==> src/hw/lcd_pkg.sv <==
package lcd_pkg;

	// ~~~~~~~~~~~~~~~~~~~~~~~~~~~~~~~~~~~~~~~~~~~~~~~~~~~~~~~~~~~~~~~~~~~~~~
	// Panel timing for the 480x272 display.
	// ~~~~~~~~~~~~~~~~~~~~~~~~~~~~~~~~~~~~~~~~~~~~~~~~~~~~~~~~~~~~~~~~~~~~~~

	typedef logic [15:0] count_t;
	typedef logic [8:0] gray_t;

	localparam count_t h_active = 16'd480;
	localparam count_t h_front = 16'd8;
	localparam count_t h_sync = 16'd4;
	localparam count_t h_back = 16'd40;
	localparam count_t h_total = h_active + h_front + h_sync + h_back;

	localparam count_t v_active = 16'd272;
	localparam count_t v_front = 16'd4;
	localparam count_t v_sync = 16'd4;
	localparam count_t v_back = 16'd8;
	localparam count_t v_total = v_active + v_front + v_sync + v_back;

	localparam count_t hs_start = h_active + h_front;
	localparam count_t hs_stop = hs_start + h_sync;
	localparam count_t vs_start = v_active + v_front;
	localparam count_t vs_stop = vs_start + v_sync;

	// The picture window and the video RAM behind it.
	localparam int img_size = 64;
	localparam int win_scale = 4;
	localparam int win_size = img_size * win_scale;
	localparam count_t win_x = 16'd112;
	localparam count_t win_y = 16'd8;
	localparam int vram_depth = img_size * img_size;
	localparam int vram_addr_w = $clog2(vram_depth);

	typedef struct packed {
		logic we;
		logic [vram_addr_w-1:0] addr;
		gray_t wdata;
	} vram_req_t;

	// Syncs are active low.
	typedef struct packed {
		logic hsync;
		logic vsync;
		logic den;
	} lcd_sync_t;

	localparam lcd_sync_t sync_idle = '{hsync: 1'b1, vsync: 1'b1, den: 1'b0};

	typedef struct packed {
		logic [4:0] b;
		logic [5:0] g;
		logic [4:0] r;
	} rgb565_t;

	// A diagonal ramp with a checkerboard of 8x8 blocks in the top bit.
	function automatic gray_t image_word(input logic [vram_addr_w-1:0] addr);
		logic [5:0] row;
		logic [5:0] col;
		logic [7:0] level;
		row = addr[11:6];
		col = addr[5:0];
		level = {2'b00, row} + {2'b00, col};
		level = level << 2;
		return {row[3] ^ col[3], level};
	endfunction

endpackage

==> src/hw/lcd_timing.sv <==
`timescale 1ns/1ps

module lcd_timing (
	input logic pixel_clk,
	input logic rst,
	output lcd_pkg::count_t pixel_count,
	output lcd_pkg::count_t line_count,
	output lcd_pkg::lcd_sync_t sync
);
	import lcd_pkg::*;

	count_t pixel_next;
	count_t line_next;
	logic line_end;
	logic frame_end;
	lcd_sync_t sync_next;

	always_comb begin
		line_end = (pixel_count == h_total - 16'd1);
		frame_end = (line_count == v_total - 16'd1);

		if (line_end) begin
			pixel_next = '0;
		end else begin
			pixel_next = pixel_count + 16'd1;
		end

		if (!line_end) begin
			line_next = line_count;
		end else if (frame_end) begin
			line_next = '0;
		end else begin
			line_next = line_count + 16'd1;
		end
	end

	// The flags are decoded from the next counts so that, once registered,
	// they line up with the counter values they describe.
	always_comb begin
		sync_next.den = (pixel_next < h_active) && (line_next < v_active);
		sync_next.hsync = !((pixel_next >= hs_start) && (pixel_next < hs_stop));
		sync_next.vsync = !((line_next >= vs_start) && (line_next < vs_stop));
	end

	// Reset parks the counters on the last blanking pixel of the frame, so
	// the first count after release is the first active pixel.
	always_ff @(posedge pixel_clk or negedge rst) begin
		if (!rst) begin
			pixel_count <= h_total - 16'd1;
			line_count <= v_total - 16'd1;
			sync <= sync_idle;
		end else begin
			pixel_count <= pixel_next;
			line_count <= line_next;
			sync <= sync_next;
		end
	end

endmodule

==> config.mk <==
export PLATFORM = sky130hd
export DESIGN_NAME = lcd_timing
export DESIGN_NICKNAME = d
export VERILOG_FILES = /design/src/hw/lcd_pkg.sv /design/src/hw/lcd_timing.sv
export SDC_FILE = /design/constraint.sdc
export NUM_CORES = 1
export LEC_CHECK = 0
export BUFFER_PORTS_ARGS = -buffer_cell sky130_fd_sc_hd__buf_2
export CAP_MARGIN = 40
export CORE_ASPECT_RATIO = 1.5
export CORE_MARGIN = 4
export CORE_UTILIZATION = 60
export DETAILED_ROUTE_END_ITERATION = 16
export GPL_TIMING_DRIVEN = 0
export PLACE_DENSITY = 0.89
export SLEW_MARGIN = 15
export SYNTH_ARGS = -nofsm -noshare
export SYNTH_HDL_FRONTEND = slang
export SYNTH_SLANG_ARGS = --single-unit
==> constraint.sdc <==
create_clock -name pixel_clk -period 4.31 [get_ports pixel_clk]
set_clock_uncertainty 0.15 [all_clocks]
set_input_delay 0.862 -clock pixel_clk [delete_from_list [all_inputs] [get_ports pixel_clk]]
set_output_delay 0.862 -clock pixel_clk [all_outputs]
set_load 0.01 [all_outputs]
==> qor.yml <==
cts_num_sinks: 35
vias: 1795
start_util_pct: 63.6
antenna_cells: 0
yosysMostFrequentCell: "dfrtp_1"
dieHeight_um: 79.6
clk_latency_ps: 280
path_class: "reg -> reg"
cts_resized: 0
end_kind: "flip-flop"
fp-row-count: 25
drtIter0Drc: 71
finalNetCount: 258
synth_common_cells: "23 x dfrtp_1, 20 x nand2_1, 19 x nor2_1"
syn_to_final_growth_pct: 16.1
rsz0062_at_grt: "no"
hpwlAfterDp_um: 3510
cp_slowest_cell: "dfstp_2"
cp_data_required_time_ps: 4310
grt_start_max_net_pins: 36
ant_nets: 0
power_leakage_nw: 1.14
synth_top_area_cell: "dfrtp_1"
cts_root_buffer: "clkbuf_8"
status: "finished clean"
grt_pass1_vias: 1870
finalHoldViolCount: 0
clkTransAtPathRegs_ps: 70
cts_tree: "done"
synthCells: 211
arrival_ps: 3240
crit_fanout: 7
synth_nets: 215
holdCritPathClass: "reg -> reg"
synth_cell_type_count: 48
crit_path_cell_trace: "ha_1 -> nor4bb_1 -> nand4_1 -> nor4_1 -> a2bb2oi_1 -> o21ai_0 -> a2111oi_2"
antenna_found_initial: 0
ir_worst_vdd_uv: 210
drc: 0
post-cts-setup-buffers: 0
max_freq_mhz: 309
synth_edf_count: 0
powerDensity_nw_per_um2: 251
fp.dieW_um: 55.7
max-cap-violations: 0
tightest_slew_ps: 753
grt_use_total_pct: 23.3
drt-total-wl_um: 4770
ys_async_sr_fraction_pct: 100
grt-ovfl-total: 0
synth_area_leaders: "dfrtp_1 28%, dfstp_2 15%, xnor2_1 7.3%, xor2_1 4.3%, nand2_1 3.7%"
cts_buffers: 5
cts_buffer_depth: 2
cpPeakStageDelay_ps: 570
synth-main-ff-cell: "dfrtp_1"
numPortBuffers: 36
ys_seq_area_share_pct: 43.5
h-tree-depth: 2
relSlewSlack_pct: 49.8
die-area_um2: 4430
synth_top_area_share_pct: 28.1
maxSlewViolCount: 0
core-area_um2: 3220
cp-start-kind: "flip-flop"
viasPerCell: 6.08
synth-seq-cells: 35
cts_hold_buf: 0
finalCritPeriodShare_pct: 75.2
first_pass_iters: 4
finalSetupViolations: 0
gp_congestion: 0.876
io_pins: 37
layout-drive-gt1-share_pct: 27.8
place_area_um2: 2280
wl_per_cell_um: 16.2
grt_pass1_wl_um: 8200
syn_area_um2: 2050
fin_tns_setup_ps: 0
finalCriticalPeriod_ps: 3240
final_cell_area_um2: 2380
syn_area_per_cell_um2: 9.71
yosysWarnings: 0
[cell usage in the layout, fill, tap and decap left out, types with 2 or more instances in the layout]
cell type  instances
nor4_1             8
and4_1             2
nand4_1            9
nor3_1             6
or3_1              5
xor2_1            10
nor4_4             2
clkbuf_1           6
ha_1               2
and2_1             3
and3_1             3
nand2_1           20
dfrtp_1           23
dfstp_2           12
o31ai_1            3
nor2_1            19
buf_6              2
nand3_1           13
nand4_2            2
or4_1              3
xnor2_1           17
a21oi_1            2
nor4bb_1           2
inv_1              9
clkbuf_8           7
buf_2             37
o21ai_0            6
[where the power goes]
part	switching, mW	total (mW)	internal [mW]
registers	0	0.329	0.329
logic	0.00593	0.00626	0.000326
clock network	0.115	0.261	0.146
total	0.121	0.596	0.475
[layer usage]
| layer | global-route usage [%] | vias to the layer above | part of all wire [%] |
|---|---|---|---|
| met3 | 5.18 | 15 | 5.9 |
| met1 | 24.0 | 849 | 38 |
| met5 | 0 | - | 0 |
| met4 | 13.1 | 0 | 2.9 |
| met2 | 42.8 | 86 | 53 |
| li1 | - | 845 | - |
[area by class of cell]
type                            count  area [um^2]
Fill cell                         255          843
Tap cell                           40         50.0
Clock buffer                        8          100
Inverter                            9         33.8
Buffer                              8         46.3
Multi-Input combinational cell    159         1080
Sequential cell                    35          891
Timing Repair Buffer               36          180
[path summary, 6_finish.rpt]
| path | slack, ps | start | end | cells past startpoint |
|---|---|---|---|---|
| setup / recovery | 1070 | pixel_count[0] | sync[0] | 7 |
| hold / removal | 350 | line_count[0] | line_count[0] | 2 |
| setup reg to reg | 1070 | pixel_count[0] | sync[0] | 7 |
| hold reg to reg | 350 | line_count[0] | line_count[0] | 2 |
| max in group asynchronous | 3040 | rst | line_count[6] | 1 |
| min in group asynchronous | 490 | rst | line_count[14] | 1 |
[flip-flops by register name, summed over array words and instances, names as in the netlist]
name,count
pixel_count,16
line_count,16
sync,3
[cell families (layout without fill, tap and decap cells)]
kind of cell	after synthesis	after routing	synth area share, %
AND/OR/NAND/NOR	111	111	32.9
flip-flops	35	35	43.5
XOR/XNOR	27	27	11.5
AO/OA/AOI/OAI	19	19	6.90
buffers and inverters	17	61	3.91
adder cells (fa/ha/maj)	2	2	1.22
[per-stage QoR]
stage	instances	worst slack [ps]	power (mW)	utilization, %	hold WS [ps]
2_1_floorplan	211	1450	0.335	-	338
3_3_place_gp	287	1190	0.341	70.7	328
3_5_place_dp	287	1110	0.342	70.7	339
4_1_cts	295	1100	0.602	73.8	350
5_1_grt	295	885	0.616	73.8	387
6_report	295	1070	0.596	73.8	349
[worst max-delay path, delay by kind of cell (launching register included)]
kind | cells | cell delay [ps]
AOI/OAI and AO/OA | 3 | 800
adders and majority gates | 1 | 310
DFF | 1 | 570
and+or+nand+nor | 3 | 1260
No activity file was read; power rests on OpenSTA's default activity.
