### src/hw/lcd_pkg.sv
package lcd_pkg;

	// ~~~~~~~~~~~~~~~~~~~~~~~~~~~~~~~~~~~~~~~~~~~~~~~~~~~~~~~~~~~~~~~~~~~~~~
	// Panel timing for the 480x272 display.
	// ~~~~~~~~~~~~~~~~~~~~~~~~~~~~~~~~~~~~~~~~~~~~~~~~~~~~~~~~~~~~~~~~~~~~~~

	typedef logic [15:0] count_t;
	typedef logic [8:0] gray_t;

	localparam count_t h_active = 16'd480;
	localparam count_t h_front = 16'd8;
	localparam count_t h_sync = 16'd4;
	localparam count_t h_back = 16'd40;
	localparam count_t h_total = h_active + h_front + h_sync + h_back;

	localparam count_t v_active = 16'd272;
	localparam count_t v_front = 16'd4;
	localparam count_t v_sync = 16'd4;
	localparam count_t v_back = 16'd8;
	localparam count_t v_total = v_active + v_front + v_sync + v_back;

	localparam count_t hs_start = h_active + h_front;
	localparam count_t hs_stop = hs_start + h_sync;
	localparam count_t vs_start = v_active + v_front;
	localparam count_t vs_stop = vs_start + v_sync;

	// The picture window and the video RAM behind it.
	localparam int img_size = 64;
	localparam int win_scale = 4;
	localparam int win_size = img_size * win_scale;
	localparam count_t win_x = 16'd112;
	localparam count_t win_y = 16'd8;
	localparam int vram_depth = img_size * img_size;
	localparam int vram_addr_w = $clog2(vram_depth);

	typedef struct packed {
		logic we;
		logic [vram_addr_w-1:0] addr;
		gray_t wdata;
	} vram_req_t;

	// Syncs are active low.
	typedef struct packed {
		logic hsync;
		logic vsync;
		logic den;
	} lcd_sync_t;

	localparam lcd_sync_t sync_idle = '{hsync: 1'b1, vsync: 1'b1, den: 1'b0};

	typedef struct packed {
		logic [4:0] b;
		logic [5:0] g;
		logic [4:0] r;
	} rgb565_t;

	// A diagonal ramp with a checkerboard of 8x8 blocks in the top bit.
	function automatic gray_t image_word(input logic [vram_addr_w-1:0] addr);
		logic [5:0] row;
		logic [5:0] col;
		logic [7:0] level;
		row = addr[11:6];
		col = addr[5:0];
		level = {2'b00, row} + {2'b00, col};
		level = level << 2;
		return {row[3] ^ col[3], level};
	endfunction

endpackage

### src/hw/frame_loader.sv
`timescale 1ns/1ps

module frame_loader (
	input logic pixel_clk,
	input logic rst,
	input logic wr_gnt,
	output lcd_pkg::vram_req_t wr_req
);
	import lcd_pkg::*;

	logic [vram_addr_w-1:0] addr;
	logic running;

	// ~~~~~~~~~~~~~~~~~~~~~~~~~~~~~~~~~~~~~~~~~~~~~~~~~~~~~~~~~~~~~~~~~~~~~~
	// Address walk. The request is held until the arbiter grants it.
	// ~~~~~~~~~~~~~~~~~~~~~~~~~~~~~~~~~~~~~~~~~~~~~~~~~~~~~~~~~~~~~~~~~~~~~~

	always_ff @(posedge pixel_clk or negedge rst) begin
		if (!rst) begin
			running <= 1'b0;
			addr <= '0;
		end else begin
			running <= 1'b1;
			// The address is exactly vram_addr_w bits wide, so it wraps at
			// vram_depth on its own and the loader keeps rewriting forever.
			if (running && wr_gnt) begin
				addr <= addr + 1'b1;
			end
		end
	end

	always_comb begin
		wr_req.we = running;
		wr_req.addr = addr;
		wr_req.wdata = image_word(addr);
	end

endmodule

### config.mk
export PLATFORM = sky130hd
export DESIGN_NAME = frame_loader
export DESIGN_NICKNAME = d
export VERILOG_FILES = /design/src/hw/lcd_pkg.sv /design/src/hw/frame_loader.sv
export SDC_FILE = /design/constraint.sdc
export NUM_CORES = 1
export LEC_CHECK = 0
export BUFFER_PORTS_ARGS = -buffer_cell sky130_fd_sc_hd__buf_2
export CAP_MARGIN = 20
export CORE_MARGIN = 2
export CORE_UTILIZATION = 48
export CTS_BUF_LIST = sky130_fd_sc_hd__clkbuf_4 sky130_fd_sc_hd__clkbuf_8 sky130_fd_sc_hd__clkbuf_16
export CTS_CLUSTER_DIAMETER = 40
export DETAILED_ROUTE_END_ITERATION = 16
export GPL_TIMING_DRIVEN = 0
export PLACE_DENSITY_LB_ADDON = 0.3
export SYNTH_ARGS = -nofsm -noshare
export SYNTH_HDL_FRONTEND = slang
export SYNTH_SLANG_ARGS = --single-unit
### constraint.sdc
create_clock -name pixel_clk -period 1.98 [get_ports pixel_clk]
set_input_delay 0.495 -clock pixel_clk [delete_from_list [all_inputs] [get_ports pixel_clk]]
set_output_delay 0.495 -clock pixel_clk [all_outputs]
set_load 0.02 [all_outputs]
==> summary.md <==
| Metric | Value |
|---|---|
| Hold Path Class | `in2async` |
| Die height | `approximately 44 um` |
| Fill cells | `117` |
| First-pass GRT wire length | `approximately 2.6 mm` |
| Tot Pwr | `1.21 mW` |
| Reg-to-Reg End | `addr[10]` |
| Mux share of post-synthesis cell area | `0` |
| PortBufs | `22` |
| Post-Syn Area | `769 sq um` |
| Fmax | `roughly 440 MHz` |
| Critical Path AT | `1.76 ns` |
| Yosys reg bits | `13` |
| CTS max path bufs | `2` |
| Antenna diode count | `0` |
| Yosys warns | `0` |
| Peak VDD IR | `0.672 mV` |
| GR Overflow Total | `0` |
| Min cycle time layout | `2.26 ns` |
| CP max stage delay | `about 0.44 ns` |
| Skew final | `0.00177 ns` |
| Synth top cells by count | `dfrtp_1 (13), xnor2_1 (12), ha_1 (6), nand2_1 (6), inv_1 (5)` |
| Cell-by-cell trace of the critical path | `ha_4 -> a211oi_2 -> o21bai_1 -> a21oi_2 -> xnor2_2 -> buf_4` |
| Yosys cell types | `24` |
| 1st-iter DRT viols | `3` |
| Worst r2r src | `addr[0]` |
| Gp weighted congestion | `around 0.83` |
| Vias in the first global route | `568` |
| H-tree depth | `1` |
| Clock transition at path regs | `0.07 ns` |
| Placed instance count | `113` |
| Post-Synth Adder-Cell Area | `0.124` |
| PwrDens | `around 1100 mW/mm^2` |
| Initial antenna violation count | `0` |
| Main combinational cell family by area after synthesis | `XOR/XNOR gates` |
| Root Driver | `clkbuf_4` |
| Filler-free cell count of the finished design | `between 100 and 150` |
| # clock sinks | `13` |
| Max_cap viols | `0` |
| Cells after Synth | `74` |
| WL/cell | `12.9 um` |
| Slowest CP cell | `dfrtp_2` |
| Prevailing post-synth register cell | `dfrtp_1` |
| Failing checks | `setup timing` |
| Status | `finished with violations` |
| Count leader, synth | `dfrtp_1` |
| Hpwl dp | `1.10 mm` |
| Cell leakage power | `0.577 nW` |
| Post-synth EDFFs | `0` |
| R2R depth | `6` |
| Num CTS Buffers | `3` |
| Compound-Gate Fraction of Synth Area | `0.0715` |
| Top cell type by total area after synthesis | `dfrtp_1` |
| Routed vias/inst | `5.09` |
| Area Overhead vs Synth | `43.4%` |
| Sequential area share after synthesis | `0.423` |
| Row cnt | `14` |
| Reg2reg setup slack | `0.46 ns` |
| Overall Global Routing Usage | `0.186` |
| Unrepaired setup endpoints after global routing | `true` |
| Largest net degree at the start of global routing | `14` |
| Critical Path RT | `1.48 ns` |
| Post-route clock period utilization | `1.14` |
| DRC | `0` |
| Synth Area in Simple Gates | `0.137` |
| Initial Util | `0.511` |
| Num ports | `25` |
| Final slew viol count | `0` |
| Die area | `0.00194 sq mm` |
| TritonCTS clock tree | `built` |
| Final Setup Violations | `5` |
| Layout cells sized above 1 | `0.528` |
| Critical path's top delay family | `compound AO/OA/AOI/OAI gates` |
| Max FO, Critical Path | `3` |
| Synth top area cells | `dfrtp_1 (42%), xnor2_1 (14%), ha_1 (9.8%)` |
| Hold-fix buffers, CTS | `0` |
| CORE AREA | `between 0.0015 and 0.002 sq mm` |
| Router iterations before antenna repair | `5` |
| Post-synth ARST share | `1.00` |
| DR vias | `631` |
| Synth Area in XOR/XNOR | `0.182` |
| Worst setup SP type | `flip-flop` |
| Worst setup margin | `-0.277 ns` |
| Die W | `44.0 um` |
| Final Hold Fails | `0` |
| Area share of the leading cell type in the synthesized netlist | `0.423` |
| Bufs and invs on worst path | `1` |
| Final wirelength | `1.60 mm` |
| Worst skew pair latency | `0.27 ns` |
| Syn Area/Cell | `10.4 sq um` |
| Final #Nets | `~120` |
| Final ANT Viol Nets | `0` |
| Worst setup EP type | `output pin` |
| WS Path Type | `reg2out` |
==> per-layer routing <==
layer  up-vias  share of wire  GRT usage
met1       298           0.45      0.239
met2        21           0.49      0.309
li1        307              -          -
met5         -              0          0
met3         5          0.044     0.0367
met4         0          0.013     0.0727
==> timing repair <==
item	4_1_cts	5_1_grt
endpoints found under the hold margin	0	0
setup endpoints to repair	5	5
gates resized for setup	13	4
pin swaps	9	2
buffers inserted	6	1
==> where the power goes <==
part / total, mW / internal, mW / switching (mW)
Combinational: 0.616 / 0.278 / 0.338
Clock: 0.175 / 0.0917 / 0.0831
Sequential: 0.415 / 0.323 / 0.0918
==> worst max-delay path by stage <==
| stage | start | to | slack, ns | cells past startpoint |
|---|---|---|---|---|
| after floorplan | addr[0] | wr_req[6] | -0.03 | 7 |
| after detailed placement | addr[1] | wr_req[7] | -0.13 | 6 |
| final | addr[1] | wr_req[7] | -0.28 | 6 |
| after CTS | addr[0] | wr_req[6] | -0.27 | 8 |
| after global routing | addr[0] | wr_req[6] | -0.36 | 8 |
| after global placement | addr[1] | wr_req[7] | -0.11 | 6 |
==> through the flow <==
| stage | util | hold WS (ns) | setup TNS [ns] | setup WS [ns] | cell area [sq um] |
|---|---|---|---|---|---|
| after detailed placement | 0.636 | 0.393 | -0.234 | -0.128 | 958 |
| after global placement | 0.636 | 0.393 | -0.191 | -0.105 | 958 |
| after global routing | 0.733 | 0.102 | -1.25 | -0.365 | 1100 |
| final | 0.733 | 0.0900 | -0.920 | -0.277 | 1100 |
| after floorplan | - | 0.199 | -0.0302 | -0.0302 | 828 |
| after CTS | 0.723 | 0.0973 | -0.796 | -0.270 | 1090 |
==> state kept, by name, indices dropped and copies added, names as in the netlist <==
signal	count
addr	12
running	1
==> cells in the final DEF (no fill, tap or decap), types with 2 or more instances in the layout <==
cell and n:
nand4_1 2, ha_1 2, nand3_1 3, nand2_1 6, dfrtp_2 5, xnor2_1 9, ha_4 4, inv_1 2
a21oi_2 3, dfrtp_1 8, buf_2 17, buf_4 13, a21o_1 2, buf_6 2, inv_2 3, xor2_1 4
conb_1 3, xnor2_2 3, clkbuf_4 4
==> cell type report <==
class                      instances  area [sq um]  area share
multi-input combinational         54           498       0.451
sequential                        13           332       0.300
timing repair buffer              29           183       0.166
clock buffer                       4          30.0      0.0272
buffer                             3          22.5      0.0204
tap                               16          20.0      0.0181
inverter                           5          18.8      0.0170
==> worst register-to-register path, cell delays in order (launching register included) <==
cell	delay [ns]
dfrtp_2	0.43
buf_4	0.16
ha_1	0.20
nand3_1	0.09
or2_1	0.19
and2b_1	0.21
xor2_1	0.13
==> logic make-up after synthesis <==
family,Yosys count
AND/OR/NAND/NOR,19
AO/OA/AOI/OAI,9
adder cells (fa/ha/maj),7
buffers and inverters,8
flip-flops,13
XOR/XNOR,16
other,2
No activity file was read; power rests on OpenSTA's default activity.
