## config.mk

```make
export PLATFORM = sky130hd
export DESIGN_NAME = vram_arbiter
export DESIGN_NICKNAME = d
export VERILOG_FILES = /design/src/hw/lcd_pkg.sv /design/src/hw/vram_arbiter.sv
export SDC_FILE = /design/constraint.sdc
export NUM_CORES = 1
export LEC_CHECK = 0
export ABC_AREA = 1
export BUFFER_PORTS_ARGS = -buffer_cell sky130_fd_sc_hd__clkbuf_2
export CORE_AREA = 2 2 39 41
export DETAILED_ROUTE_END_ITERATION = 16
export DIE_AREA = 0 0 41 43
export PLACE_DENSITY = 0.65
export SLEW_MARGIN = 25
export SYNTH_ARGS = -nofsm -noshare
export SYNTH_HDL_FRONTEND = slang
export SYNTH_SLANG_ARGS = --single-unit
```

## constraint.sdc

```tcl
create_clock -name vclk -period 1
set_clock_uncertainty 0.1 [all_clocks]
set_input_delay 0.1 -clock vclk [all_inputs]
set_output_delay 0.1 -clock vclk [all_outputs]
set_load 0.03 [all_outputs]
```

## src/hw/lcd_pkg.sv

```systemverilog
package lcd_pkg;

	// ~~~~~~~~~~~~~~~~~~~~~~~~~~~~~~~~~~~~~~~~~~~~~~~~~~~~~~~~~~~~~~~~~~~~~~
	// Panel timing for the 480x272 display.
	// ~~~~~~~~~~~~~~~~~~~~~~~~~~~~~~~~~~~~~~~~~~~~~~~~~~~~~~~~~~~~~~~~~~~~~~

	typedef logic [15:0] count_t;
	typedef logic [8:0] gray_t;

	localparam count_t h_active = 16'd480;
	localparam count_t h_front = 16'd8;
	localparam count_t h_sync = 16'd4;
	localparam count_t h_back = 16'd40;
	localparam count_t h_total = h_active + h_front + h_sync + h_back;

	localparam count_t v_active = 16'd272;
	localparam count_t v_front = 16'd4;
	localparam count_t v_sync = 16'd4;
	localparam count_t v_back = 16'd8;
	localparam count_t v_total = v_active + v_front + v_sync + v_back;

	localparam count_t hs_start = h_active + h_front;
	localparam count_t hs_stop = hs_start + h_sync;
	localparam count_t vs_start = v_active + v_front;
	localparam count_t vs_stop = vs_start + v_sync;

	// The picture window and the video RAM behind it.
	localparam int img_size = 64;
	localparam int win_scale = 4;
	localparam int win_size = img_size * win_scale;
	localparam count_t win_x = 16'd112;
	localparam count_t win_y = 16'd8;
	localparam int vram_depth = img_size * img_size;
	localparam int vram_addr_w = $clog2(vram_depth);

	typedef struct packed {
		logic we;
		logic [vram_addr_w-1:0] addr;
		gray_t wdata;
	} vram_req_t;

	// Syncs are active low.
	typedef struct packed {
		logic hsync;
		logic vsync;
		logic den;
	} lcd_sync_t;

	localparam lcd_sync_t sync_idle = '{hsync: 1'b1, vsync: 1'b1, den: 1'b0};

	typedef struct packed {
		logic [4:0] b;
		logic [5:0] g;
		logic [4:0] r;
	} rgb565_t;

	// A diagonal ramp with a checkerboard of 8x8 blocks in the top bit.
	function automatic gray_t image_word(input logic [vram_addr_w-1:0] addr);
		logic [5:0] row;
		logic [5:0] col;
		logic [7:0] level;
		row = addr[11:6];
		col = addr[5:0];
		level = {2'b00, row} + {2'b00, col};
		level = level << 2;
		return {row[3] ^ col[3], level};
	endfunction

endpackage

```

## src/hw/vram_arbiter.sv

```systemverilog
`timescale 1ns/1ps

module vram_arbiter (
	input logic rd_req,
	input logic [lcd_pkg::vram_addr_w-1:0] rd_addr,
	input lcd_pkg::vram_req_t wr_req,
	output logic wr_gnt,
	output lcd_pkg::vram_req_t ram_req
);
	import lcd_pkg::*;

	vram_req_t rd_port;

	// The display reader is a read-only client of the port.
	always_comb begin
		rd_port.we = 1'b0;
		rd_port.addr = rd_addr;
		rd_port.wdata = wr_req.wdata;
	end

	// ~~~~~~~~~~~~~~~~~~~~~~~~~~~~~~~~~~~~~~~~~~~~~~~~~~~~~~~~~~~~~~~~~~~~~~
	// Fixed priority. A read that loses the port would tear the picture,
	// while a delayed write only slows the loader down.
	// ~~~~~~~~~~~~~~~~~~~~~~~~~~~~~~~~~~~~~~~~~~~~~~~~~~~~~~~~~~~~~~~~~~~~~~

	always_comb begin
		wr_gnt = !rd_req;
		if (rd_req) begin
			ram_req = rd_port;
		end else begin
			ram_req = wr_req;
		end
	end

endmodule

```

==> results of run 1 <==
[final timing paths]
path | end | slack, ps | depth (start not counted)
max | ram_req[18] | 90 | 5
min | ram_req[8] | 100 | 0
[worst max-delay path, cell delays in order]
cell and delay [ps]:
clkbuf_2 130, buf_4 160, nand2_1 60, nand2_1 60, clkbuf_2 190
[through the flow]
stage / hold WS, ps / util (%) / total power [mW]
6_report: 100 / 27.8 / 0.234
5_1_grt: 100 / 27.8 / 0.260
4_1_cts: 100 / 27.6 / 0.237
3_5_place_dp: 100 / 27.6 / 0.237
3_3_place_gp: 100 / 27.6 / 0.235
2_1_floorplan: 232 / - / 0.209
[metal layers]
layer  up-vias  part of all wire, %
li1        200                    -
met1       140                   37
met2        28                   48
met4         0                    0
met5         -                    0
met3         0                   15
[timing repair]
action,CTS,global route
setup endpoints to repair,0,7
gates resized for setup,0,1
hold buffers,0,0
[report_power, final]
| part | internal [mW] | leakage, nW | switching (mW) |
|---|---|---|---|
| Combinational | 0.0860 | 0.294 | 0.148 |
| Sequential | 0 | 0 | 0 |
| Clock | 0 | 0 | 0 |
[area by class of cell]
class	instances	area [µm²]	share of cell area, %
multi-input combinational	37	139	36.2
timing repair buffer	42	215	56.0
tap	16	20.0	5.21
inverter	2	10.0	2.61
[cells in the mapped netlist]
master and number:
buf_6 1, inv_1 1, nand2_1 36, nor2_1 1, buf_4 10, inv_2 1
[cells by family after synthesis]
| group | after synthesis |
|---|---|
| simple gates | 37 |
| buf+inv | 13 |
==> results.md, run 1 <==
- Run status: completed
- Met3 Track Usage GR: 0.524%
- GR Overflow Total: 0
- Starting Density: roughly 17%
- Via count: 368
- Most used routing layer: met2
- Routed Antenna Nets: 0
- Most frequent cells in the layout: 40 x clkbuf_2, 36 x nand2_1, 2 x buf_4
- Area grow syn2layout: 65.1%
- DRT Pass-1 Iters: 2
- RSZ-0062 raised after global routing: no
- CP startpoint: rd_req
- Tmin final: ~900 ps
- Mapped Cells: 50
- Ant diodes: 0
- GRT met2 Usage: between 10% and 20%
- Synthesized area: 233 µm²
- Min-Delay Startpoint: wr_req[8]
- Routed Wire Length: 714 µm
- Port Buffers: 40
- Syn Nets: 85
- Post-Layout Cell Count: 97
- Yosys warning total: 0
- CP required: 800 ps
- Final hold vios: 0
- Synth Area in Compound Gates: 0%
- Final worst slack: 94.5 ps
- Via density: roughly 3.8
- Fillers: between 150 and 200
- DRC errors left: 0
- Sequential fraction of the synthesis area: 0%
- Worst IR drop on VDD: roughly 160 µV
- Die Width: slightly above 40 µm
- Max frequency: 1.10 GHz
- Initial antenna violation count: 0
- GRT Util Overall: 7.49%
- Seq Cell Count: 0
- Worst Tran Pin Value: 174 ps
- Power Density: 610 nW/µm²
- Synth area leaders: nand2_1 58%, buf_4 32%, buf_6 4.8%
- Clock buffers: 0
- Post-route cell area: 384 µm²
- Xor/xnor share of the synthesized area: 0%
- Commonest non-fill, non-tap cell in the layout: clkbuf_2
- Placed Cells: 97
- Core Box Area: 1380 µm²
- First-pass GRT wire length: roughly 1000 µm
- Avg WL per Cell: about 7.4 µm
- Die area: 1760 µm²
- Max-cap violations: 0
- Placer Congestion: between 0.6 and 0.7
- Final setup viols: 0
- Avg Cell Area, Syn: 4.65 µm²
- Setup bufs post-CTS: 0
- Synth top area share: 58.1%
- Adder and majority gate portion of the synthesized area: 0%
- Setup TNS: 0 ps
- Post-Synth Simple-Gate Area: around 60%
- Largest net degree at the start of global routing: 14
- Cell taking the most area after synthesis: nand2_1
- Die Y: between 40 and 50 µm
- Proportion of synthesized area in mux cells: 0%
- Crit end category: output pin
- Met1 GRT Util: 7.28%
- Max_slew headroom: between 80% and 90%
- CP Max Fanout: 8
- Startpoint types: input port
- Vias in the first global route: 287
- Register area: 0 µm²
- Largest family of logic cells by synthesized area: simple AND/OR/NAND/NOR gates
- Pre-CTS WS: 68.9 ps
- Max-slew violation count: 0
- Hold Crit Class: input port to output pin
- Nets: 118
- Leakage power: 0.294 nW
- FP Rows: 14
- Layout cells sized above 1: 53.1%
- Final period util: 90.6%
- Crit path DAT: 710 ps
- Distinct cells, synth: 6
- Critical path type: input port to output pin
- Placed cell area: 382 µm²
- Post-detail-place hpwl: 648 µm
- Initial DRC Count: 1
- I/O pin cnt: 58
(Power assumes the default switching activity.)
==> run 2, diff against run 1 <==
--- a/config.mk
+++ b/config.mk
@@ -7,10 +7,12 @@
 export LEC_CHECK = 0
 export ABC_AREA = 1
 export BUFFER_PORTS_ARGS = -buffer_cell sky130_fd_sc_hd__clkbuf_2
-export CORE_AREA = 2 2 39 41
+export CELL_PAD_IN_SITES_DETAIL_PLACEMENT = 0
+export CELL_PAD_IN_SITES_GLOBAL_PLACEMENT = 1
+export CORE_MARGIN = 1
+export CORE_UTILIZATION = 11
 export DETAILED_ROUTE_END_ITERATION = 16
-export DIE_AREA = 0 0 41 43
-export PLACE_DENSITY = 0.65
+export PLACE_DENSITY = 0.86
 export SLEW_MARGIN = 25
 export SYNTH_ARGS = -nofsm -noshare
 export SYNTH_HDL_FRONTEND = slang
==> run 2 against run 1 <==
- non-clock buffer count unchanged
- fmax is 1.5% lower
- global-route usage shrank 1.3 points
- highest routed layer is now met4
==> results.md, run 2 (synthesis results as in run 1) <==
- Seq Cell Count: 0 (unchanged)
- Met3 Track Usage GR: 0% (was 0.524%)
- Crit path DAT: 720 ps (was 710 ps)
- Port Buffers: 40 (unchanged)
- Via density: 3.42 (was 3.79)
- Slowest-stage cell, CP: clkbuf_2 (unchanged)
- Worst hold slack: 100 ps (about the same)
- Final period util: 91.9% (was 90.6%)
- Post-detail-place hpwl: 629 µm (was 648 µm)
- Startpoint types: input port (unchanged)
- Commonest non-fill, non-tap cell in the layout: clkbuf_2 (unchanged)
- CP required: 800 ps (about the same)
- Nets: 118 (unchanged)
- Most used routing layer: met2 (unchanged)
- Max-slew violation count: 0 (unchanged)
- Pre-CTS WS: 53.6 ps (was 68.9 ps)
- Avg WL per Cell: 6.93 µm (was 7.36 µm)
- Clock buffers: 0 (unchanged)
- Area of the multi-input gates: 139 µm² (unchanged)
- Register area: 0 µm² (unchanged)
- Layout cells sized above 1: 53.1% (unchanged)
- Most frequent cells in the layout: 37 x clkbuf_2, 36 x nand2_1, 3 x buf_2 (was 40 x clkbuf_2, 36 x nand2_1, 2 x buf_4)
- I/O pin cnt: 58 (unchanged)
- Final worst slack: 81.1 ps (was 94.5 ps)
- Final hold vios: 0 (unchanged)
- Post-Layout Cell Count: 108 (was 97)
- GRT met2 Usage: 12.4% (was 15.6%)
- CP Buf/Inv Count: 3 (unchanged)
- Die Y: 48.0 µm (was 43 µm)
- GR Overflow Total: 0 (unchanged)
- Max frequency: 1.09 GHz (was 1.10 GHz)
- DRC errors left: 0 (unchanged)
- Critical Path Max Stage Delay: 190 ps (about the same)
- Core Box Area: 1980 µm² (was 1380 µm²)
- Pwr Total: 235 µW (was 234 µW)
- Initial DRC Count: 1 (unchanged)
- Largest net degree at the start of global routing: 14 (unchanged)
- Ant diodes: 0 (unchanged)
- Area grow syn2layout: 71.0% (was 65.1%)
- Setup TNS: 0 ps (unchanged)
- Power Density: 590 nW/µm² (was 610 nW/µm²)
- First-pass GRT wire length: 1070 µm (was 986 µm)
- Max-cap violations: 0 (unchanged)
- Met1 GRT Util: 6.81% (was 7.28%)
- Vias in the first global route: 281 (was 287)
- GRT Util Overall: 6.18% (was 7.49%)
- Crit path max-delay family: buffers and inverters (unchanged)
- Critical path type: input port to output pin (unchanged)
- Final setup viols: 0 (unchanged)
- Initial antenna violation count: 0 (unchanged)
- Placer Congestion: 0.668 (was 0.615)
- RSZ-0062 raised after global routing: no (unchanged)
- Die area: 2300 µm² (was 1760 µm²)
- Worst IR drop on VDD: 221 µV (was 158 µV)
- Die Width: 48.0 µm (was 41 µm)
- FP Rows: 16 (was 14)
- Routed Antenna Nets: 0 (unchanged)
- Setup bufs post-CTS: 0 (unchanged)
- Crit-path cells: clkbuf_2 -> buf_4 -> nand2_1 -> nand2_1 -> clkbuf_2 (unchanged)
- Hold Crit Class: input port to output pin (unchanged)
- Crit end category: output pin (unchanged)
- Run status: completed (unchanged)
- DRT Pass-1 Iters: 2 (unchanged)
- Placed Cells: 108 (was 97)
- Fillers: 228 (was 161)
- Leakage power: 0.294 nW (about the same)
- Routed Wire Length: 748 µm (was 714 µm)
- Max_slew headroom: 88.5% (about the same)
- CP Max Fanout: 9 (was 8)
- Via count: 369 (was 368)
- Worst Tran Pin Value: 173 ps (was 174 ps)
- Tmin final: 919 ps (was 906 ps)
- Starting Density: 11.7% (was 16.8%)
[run 2: per-stage QoR]
| stage | utilization, % | area (µm²) |
|---|---|---|
| after floorplan | - | 233 |
| after global placement | 19.9 | 395 |
| after detailed placement | 19.9 | 395 |
| after CTS | 19.9 | 395 |
| after global routing | 20.1 | 398 |
| final | 20.1 | 398 |
[run 2: cell type report]
type | instances | share of cell area, %
Timing Repair Buffer | 42 | 54.1
Multi-Input combinational cell | 37 | 34.9
Tap cell | 27 | 8.49
Inverter | 2 | 2.52
[run 2: worst paths after layout]
path / start / endpoint / cells past startpoint
hold / removal: wr_req[5] / ram_req[5] / 0
setup / recovery: rd_req / ram_req[17] / 5
[run 2: what timing repair did]
item	CTS	global route
resized for setup	0	4
setup endpoints to repair	0	10
hold buffers	0	0
[run 2: per-layer routing]
metal | part of all wire (%) | wire (µm) | up-vias
met5 | 0 | 0 | -
met3 | 13 | 96 | 2
met1 | 38 | 285 | 138
met4 | 1.1 | 8 | 0
met2 | 48 | 358 | 27
li1 | - | - | 202
[run 2: report_power, final]
part	switching (mW)	internal, mW	leakage [nW]
clock	0	0	0
sequential	0	0	0
combinational	0.149	0.0862	0.294
