==> src/hw/lcd_pkg.sv <==
package lcd_pkg;

	// ~~~~~~~~~~~~~~~~~~~~~~~~~~~~~~~~~~~~~~~~~~~~~~~~~~~~~~~~~~~~~~~~~~~~~~
	// Panel timing for the 480x272 display.
	// ~~~~~~~~~~~~~~~~~~~~~~~~~~~~~~~~~~~~~~~~~~~~~~~~~~~~~~~~~~~~~~~~~~~~~~

	typedef logic [15:0] count_t;
	typedef logic [8:0] gray_t;

	localparam count_t h_active = 16'd480;
	localparam count_t h_front = 16'd8;
	localparam count_t h_sync = 16'd4;
	localparam count_t h_back = 16'd40;
	localparam count_t h_total = h_active + h_front + h_sync + h_back;

	localparam count_t v_active = 16'd272;
	localparam count_t v_front = 16'd4;
	localparam count_t v_sync = 16'd4;
	localparam count_t v_back = 16'd8;
	localparam count_t v_total = v_active + v_front + v_sync + v_back;

	localparam count_t hs_start = h_active + h_front;
	localparam count_t hs_stop = hs_start + h_sync;
	localparam count_t vs_start = v_active + v_front;
	localparam count_t vs_stop = vs_start + v_sync;

	// The picture window and the video RAM behind it.
	localparam int img_size = 64;
	localparam int win_scale = 4;
	localparam int win_size = img_size * win_scale;
	localparam count_t win_x = 16'd112;
	localparam count_t win_y = 16'd8;
	localparam int vram_depth = img_size * img_size;
	localparam int vram_addr_w = $clog2(vram_depth);

	typedef struct packed {
		logic we;
		logic [vram_addr_w-1:0] addr;
		gray_t wdata;
	} vram_req_t;

	// Syncs are active low.
	typedef struct packed {
		logic hsync;
		logic vsync;
		logic den;
	} lcd_sync_t;

	localparam lcd_sync_t sync_idle = '{hsync: 1'b1, vsync: 1'b1, den: 1'b0};

	typedef struct packed {
		logic [4:0] b;
		logic [5:0] g;
		logic [4:0] r;
	} rgb565_t;

	// A diagonal ramp with a checkerboard of 8x8 blocks in the top bit.
	function automatic gray_t image_word(input logic [vram_addr_w-1:0] addr);
		logic [5:0] row;
		logic [5:0] col;
		logic [7:0] level;
		row = addr[11:6];
		col = addr[5:0];
		level = {2'b00, row} + {2'b00, col};
		level = level << 2;
		return {row[3] ^ col[3], level};
	endfunction

endpackage

==> src/hw/pixel_mixer.sv <==
`timescale 1ns/1ps

module pixel_mixer (
	input logic pixel_clk,
	input logic rst,
	input lcd_pkg::count_t pixel_count,
	input lcd_pkg::count_t line_count,
	input lcd_pkg::lcd_sync_t sync_in,
	input lcd_pkg::gray_t rd_data,
	output logic rd_req,
	output logic [lcd_pkg::vram_addr_w-1:0] rd_addr,
	output lcd_pkg::lcd_sync_t sync,
	output lcd_pkg::rgb565_t color
);
	import lcd_pkg::*;

	count_t rel_x;
	count_t rel_y;
	count_t img_col;
	count_t img_row;
	logic in_x;
	logic in_y;
	logic in_win_d;
	rgb565_t grad_d;
	lcd_sync_t sync_d;

	// ~~~~~~~~~~~~~~~~~~~~~~~~~~~~~~~~~~~~~~~~~~~~~~~~~~~~~~~~~~~~~~~~~~~~~~
	// Stage 0: window test and RAM address from the live counters.
	// ~~~~~~~~~~~~~~~~~~~~~~~~~~~~~~~~~~~~~~~~~~~~~~~~~~~~~~~~~~~~~~~~~~~~~~

	always_comb begin
		rel_x = pixel_count - win_x;
		rel_y = line_count - win_y;
		img_col = rel_x / count_t'(win_scale);
		img_row = rel_y / count_t'(win_scale);
		in_x = (pixel_count >= win_x) && (pixel_count < win_x + win_size);
		in_y = (line_count >= win_y) && (line_count < win_y + win_size);
		// The reader owns the port across the window columns on every line.
		rd_req = in_x;
		rd_addr = {img_row[5:0], img_col[5:0]};
	end

	// Stage 1: hold everything else while the RAM read is in flight.
	always_ff @(posedge pixel_clk or negedge rst) begin
		if (!rst) begin
			in_win_d <= 1'b0;
			grad_d <= '0;
			sync_d <= sync_idle;
			sync <= sync_idle;
			color <= '0;
		end else begin
			in_win_d <= in_x && in_y;
			grad_d <= rgb565_t'(line_count + pixel_count);
			sync_d <= sync_in;
			sync <= sync_d;
			if (in_win_d) begin
				color <= '{b: rd_data[8:4], g: rd_data[8:3], r: rd_data[8:4]};
			end else begin
				color <= grad_d;
			end
		end
	end

endmodule

==> config.mk <==
export PLATFORM = sky130hd
export DESIGN_NAME = pixel_mixer
export DESIGN_NICKNAME = d
export VERILOG_FILES = /design/src/hw/lcd_pkg.sv /design/src/hw/pixel_mixer.sv
export SDC_FILE = /design/constraint.sdc
export NUM_CORES = 1
export LEC_CHECK = 0
export ABC_AREA = 1
export BUFFER_PORTS_ARGS = -buffer_cell sky130_fd_sc_hd__buf_2
export CAP_MARGIN = 20
export CORE_ASPECT_RATIO = 1.1
export CORE_UTILIZATION = 50
export CTS_BUF_LIST = sky130_fd_sc_hd__clkbuf_16
export DETAILED_ROUTE_END_ITERATION = 10
export GPL_TIMING_DRIVEN = 0
export PLACE_DENSITY = 0.88
export SETUP_SLACK_MARGIN = 0.5
export SKIP_LAST_GASP = 1
export SYNTH_ARGS = -nofsm -noshare
export SYNTH_HDL_FRONTEND = slang
export SYNTH_SLANG_ARGS = --single-unit
==> constraint.sdc <==
create_clock -name pixel_clk -period 1.25 [get_ports pixel_clk]
set_input_delay 0.25 -clock pixel_clk [delete_from_list [all_inputs] [get_ports pixel_clk]]
set_output_delay 0.25 -clock pixel_clk [all_outputs]
set_load 0.01 [all_outputs]
==> insert_results.sql <==
INSERT INTO impl_metrics (metric_group, metric, value, unit) VALUES
('synthesis', 'synth.avg_cell_area', '7.920', 'um2'),
('cts', 'cts_tree', 'built', ''),
('routing', 'initialDrtViolationCount', '140', ''),
('power', 'leakagePower', '1.969', 'nW'),
('worst_setup_path', 'worstPathRequired', '1.41', 'ns'),
('synthesis', 'synth.yosys.warnings', '0', ''),
('floorplanning', 'total_core_area', '4348', 'um2'),
('run_status', 'outcome', 'complete, but fails checks', ''),
('routing', 'wl', '7.421', 'mm'),
('grt', 'pin_count_of_the_biggest_net_entering_global_routing', '40', ''),
('timing', 'layout_setup_ws', '-0.07607', 'ns'),
('routing', 'route.detailed.vias_per_inst', '5.249', ''),
('grt', 'antenna_violations_before_repair', '0', ''),
('floorplanning', 'floorplan.die_area', '4885', 'um2'),
('timing', 'final-hold-violation-count', '0', ''),
('worst_setup_path', 'critical_path.startpoint_type', 'primary input', ''),
('placement', 'port-buffer-count', '74', ''),
('cts', 'clock_tree_root', 'sky130_fd_sc_hd__clkbuf_16', ''),
('layout', 'finished_cell_area', '3891', 'um2'),
('placement', 'post-place-ws', '-0.3633', 'ns'),
('timing', 'worst_margin_pin_slew', '0.8198', 'ns'),
('power', 'pwr-share-comb', '0.337', ''),
('timing', 'finalCritPeriodShare', '1.061', ''),
('timing', 'finalMaxSlewViolations', '0', ''),
('floorplanning', 'floorplan.die.width', '66.74', 'um'),
('cts', 'cts.sink_count', '39', ''),
('run_status', 'failed_checks', 'setup timing', ''),
('routing', 'first_pass_iters', '4', ''),
('power', 'power_density', '1058', 'nW/um2'),
('synthesis', 'synth_cell_types', '28', ''),
('cts', 'clk_latency', '0.28', 'ns'),
('synthesis', 'ys_seq_elements', '39', ''),
('worst_setup_path', 'regToRegSetupSlack', '0.37', 'ns'),
('cts', 'clock_tree.buffer_depth', '2', ''),
('synthesis', 'synth_compound_gate_area_share', '0.04995', ''),
('worst_setup_path', 'cp.arrival', '1.49', 'ns'),
('min_path', 'worst_hold_path_type', 'primary input to flop', ''),
('min_path', 'hold_end', 'sync_d[1]', ''),
('grt', 'grt_pass1_wl', '10.07', 'mm'),
('synthesis', 'synth-xor-area-share', '0.05320', ''),
('synthesis', 'post_synth_instance_area', '2305', 'um2'),
('layout', 'fin_nets', '455', ''),
('cts', 'cts_max_level', '2', ''),
('synthesis', 'synth_instances', '291', ''),
('cts', 'cts-hold-fix-buffers', '0', ''),
('floorplanning', 'initial_core_util', '0.5301', ''),
('power', 'clkPwrFrac', '0.292', ''),
('worst_setup_path', 'worstReg2RegEnd', 'color[12]', ''),
('placement', 'dp_cells', '419', ''),
('synthesis', 'muxShareOfSynthArea', '0.004886', ''),
('worst_setup_path', 'ff2ff_path_depth', '3', ''),
('timing', 'timing.final.setup_violations', '8', ''),
('timing', 'setup_total_negative_slack', '-0.3735', 'ns'),
('timing', 'fin_worst_skew', '0.004183', 'ns'),
('power', 'seq_power_share', '0.371', ''),
('synthesis', 'syn-num-nets', '355', ''),
('synthesis', 'synth_simple_gate_area_share', '0.2611', ''),
('layout', 'n_antenna_cell', '0', ''),
('placement', 'gp_congestion', '0.7896', ''),
('grt', 'track_usage', '0.2827', ''),
('min_path', 'timing.hold.worst.start', 'sync_in[1]', ''),
('worst_setup_path', 'worst-setup-path-type', 'primary input to flop', ''),
('layout', 'areaGrowthSynthToFinish', '68.84', '%'),
('synthesis', 'synthAdderAreaFrac', '0.1010', ''),
('worst_setup_path', 'critPathMaxFanout', '3', ''),
('grt', 'number_of_global_route_vias_before_repair', '2278', ''),
('floorplanning', 'dieHeight', '73.21', 'um'),
('power', 'power.internal', '0.002830', 'W'),
('timing', 'period_minus_slack', '1.326', 'ns'),
('placement', 'placed_area', '3034', 'um2'),
('layout', 'fin_cells', '446', '');
-- cells in the final DEF, fill, tap and decap left out, types with 2 or more instances in the layout --
cell type / instances
sky130_fd_sc_hd__inv_2: 6
sky130_fd_sc_hd__xnor2_2: 3
sky130_fd_sc_hd__clkbuf_16: 5
sky130_fd_sc_hd__nand3_2: 4
sky130_fd_sc_hd__o21ai_2: 15
sky130_fd_sc_hd__nand4_1: 2
sky130_fd_sc_hd__nand2_2: 27
sky130_fd_sc_hd__buf_4: 13
sky130_fd_sc_hd__dfstp_2: 4
sky130_fd_sc_hd__ha_4: 15
sky130_fd_sc_hd__nand3b_1: 2
sky130_fd_sc_hd__nor2_2: 5
sky130_fd_sc_hd__inv_1: 48
sky130_fd_sc_hd__nand3_4: 2
sky130_fd_sc_hd__or2_4: 2
sky130_fd_sc_hd__a21oi_2: 3
sky130_fd_sc_hd__buf_2: 49
sky130_fd_sc_hd__xor2_2: 4
sky130_fd_sc_hd__buf_12: 3
sky130_fd_sc_hd__dfrtp_1: 34
sky130_fd_sc_hd__a21oi_1: 4
sky130_fd_sc_hd__nand3_1: 4
sky130_fd_sc_hd__xor2_1: 6
sky130_fd_sc_hd__ha_1: 2
sky130_fd_sc_hd__nor2_1: 11
sky130_fd_sc_hd__or2_1: 3
sky130_fd_sc_hd__clkinv_2: 3
sky130_fd_sc_hd__nand2_8: 5
sky130_fd_sc_hd__buf_8: 6
sky130_fd_sc_hd__nand2_1: 50
sky130_fd_sc_hd__nor3_2: 6
sky130_fd_sc_hd__nand2_4: 9
sky130_fd_sc_hd__buf_6: 27
-- layout make-up --
type / instances / area [um2]
Multi-Input combinational cell: 191 / 1688
Tap cell: 54 / 67.56
Inverter: 56 / 216.5
Clock buffer: 5 / 125.1
Sequential cell: 39 / 982.2
Fill cell: 192 / 456.7
Buffer: 5 / 68.82
Timing Repair Buffer: 93 / 728.2
Clock inverter: 3 / 15.01
-- flip-flops by register name, summed over array words and instances, names as in the netlist --
| name | flops |
|---|---|
| color | 16 |
| grad_d | 16 |
| sync | 3 |
| sync_d | 3 |
| in_win_d | 1 |
-- Yosys cell counts --
master / instances / area, um2
sky130_fd_sc_hd__inv_1: 52 / 195.2
sky130_fd_sc_hd__nand3_1: 9 / 45.04
sky130_fd_sc_hd__clkbuf_1: 2 / 7.510
sky130_fd_sc_hd__nand3b_1: 2 / 15.01
sky130_fd_sc_hd__nand3_2: 1 / 10.01
sky130_fd_sc_hd__buf_4: 3 / 22.52
sky130_fd_sc_hd__dfstp_2: 4 / 105.1
sky130_fd_sc_hd__nand2_1: 83 / 311.6
sky130_fd_sc_hd__and2_4: 1 / 8.760
sky130_fd_sc_hd__mux2_2: 1 / 11.26
sky130_fd_sc_hd__nand4_1: 2 / 12.51
sky130_fd_sc_hd__fa_1: 1 / 20.02
sky130_fd_sc_hd__and3_1: 1 / 6.260
sky130_fd_sc_hd__nor3_2: 3 / 30.03
sky130_fd_sc_hd__or2_2: 1 / 6.260
sky130_fd_sc_hd__xnor2_1: 4 / 35.03
sky130_fd_sc_hd__nor2_2: 1 / 6.260
sky130_fd_sc_hd__inv_2: 4 / 15.01
sky130_fd_sc_hd__o21ai_0: 15 / 75.07
sky130_fd_sc_hd__ha_1: 17 / 212.7
sky130_fd_sc_hd__nor3_1: 3 / 15.01
sky130_fd_sc_hd__dfrtp_1: 35 / 875.8
sky130_fd_sc_hd__or2_0: 2 / 12.51
sky130_fd_sc_hd__a21oi_1: 8 / 40.04
sky130_fd_sc_hd__nand2_2: 8 / 50.05
sky130_fd_sc_hd__xor2_1: 10 / 87.58
sky130_fd_sc_hd__nor2_1: 16 / 60.06
sky130_fd_sc_hd__or2_1: 2 / 12.51
-- critical path, stage by stage --
cell and delay, ns:
sky130_fd_sc_hd__buf_6 0.10, sky130_fd_sc_hd__ha_4 0.16, sky130_fd_sc_hd__fa_2 0.38, sky130_fd_sc_hd__nand2_2 0.08, sky130_fd_sc_hd__nand2_2 0.06, sky130_fd_sc_hd__nand3b_1 0.10, sky130_fd_sc_hd__nand2_2 0.11, sky130_fd_sc_hd__nand2_2 0.09
sky130_fd_sc_hd__nand2_1 0.06, sky130_fd_sc_hd__nand2_1 0.06, sky130_fd_sc_hd__nand2_1 0.06
-- repair_timing --
action	CTS	global route
pin swaps	42	34
resized for setup	88	54
endpoints found under the setup margin	64	64
buffers inserted	13	5
cloned	1	0
-- metal layers --
layer  wire (um)  up-vias  GRT usage  share of wire
li1            -     1084          -              -
met4         322        0     0.1678          0.043
met1        2592     1119     0.2819           0.35
met2        4152      110     0.5286           0.56
met3         354       28    0.05625          0.048
met5           0        -          0              0
-- worst max path at each step --
| stage | depth (start not counted) | end | slack [ns] | from |
|---|---|---|---|---|
| 6_report | 11 | grad_d[14] | -0.08 | line_count[0] |
| 5_1_grt | 6 | rd_req | -0.1 | pixel_count[4] |
| 4_1_cts | 6 | rd_req | -0.05 | pixel_count[5] |
| 3_5_place_dp | 11 | grad_d[14] | -0.36 | pixel_count[0] |
| 3_3_place_gp | 11 | grad_d[14] | -0.33 | pixel_count[0] |
| 2_1_floorplan | 8 | grad_d[8] | -0.10 | pixel_count[0] |
-- cells by family after synthesis --
family,count (synthesis)
adder cells (fa/ha/maj),18
XOR/XNOR,14
AND/OR/NAND/NOR,135
buffers and inverters,61
multiplexers,1
flip-flops,39
AO/OA/AOI/OAI,23
-- metrics by stage --
step	hold WS [ns]	total power, W	utilization
2_1_floorplan	-0.04559	0.002164	-
3_3_place_gp	0.3344	0.002497	0.6978
3_5_place_dp	0.3469	0.002536	0.6978
4_1_cts	0.06372	0.003913	0.8360
5_1_grt	0.06333	0.004306	0.8950
6_report	0.06384	0.004116	0.8950
-- power by group through the flow --
| stage | Clock [W] | Sequential [W] | Combinational [W] |
|---|---|---|---|
| after detailed placement | 0 | 0.00154 | 0.000999 |
| after global routing | 0.00127 | 0.00154 | 0.00149 |
| final | 0.00120 | 0.00153 | 0.00139 |
| after floorplan | 0 | 0.00159 | 0.000573 |
| after CTS | 0.00119 | 0.00152 | 0.00120 |
| after global placement | 0 | 0.00153 | 0.000969 |
(Power assumes the default switching activity.)
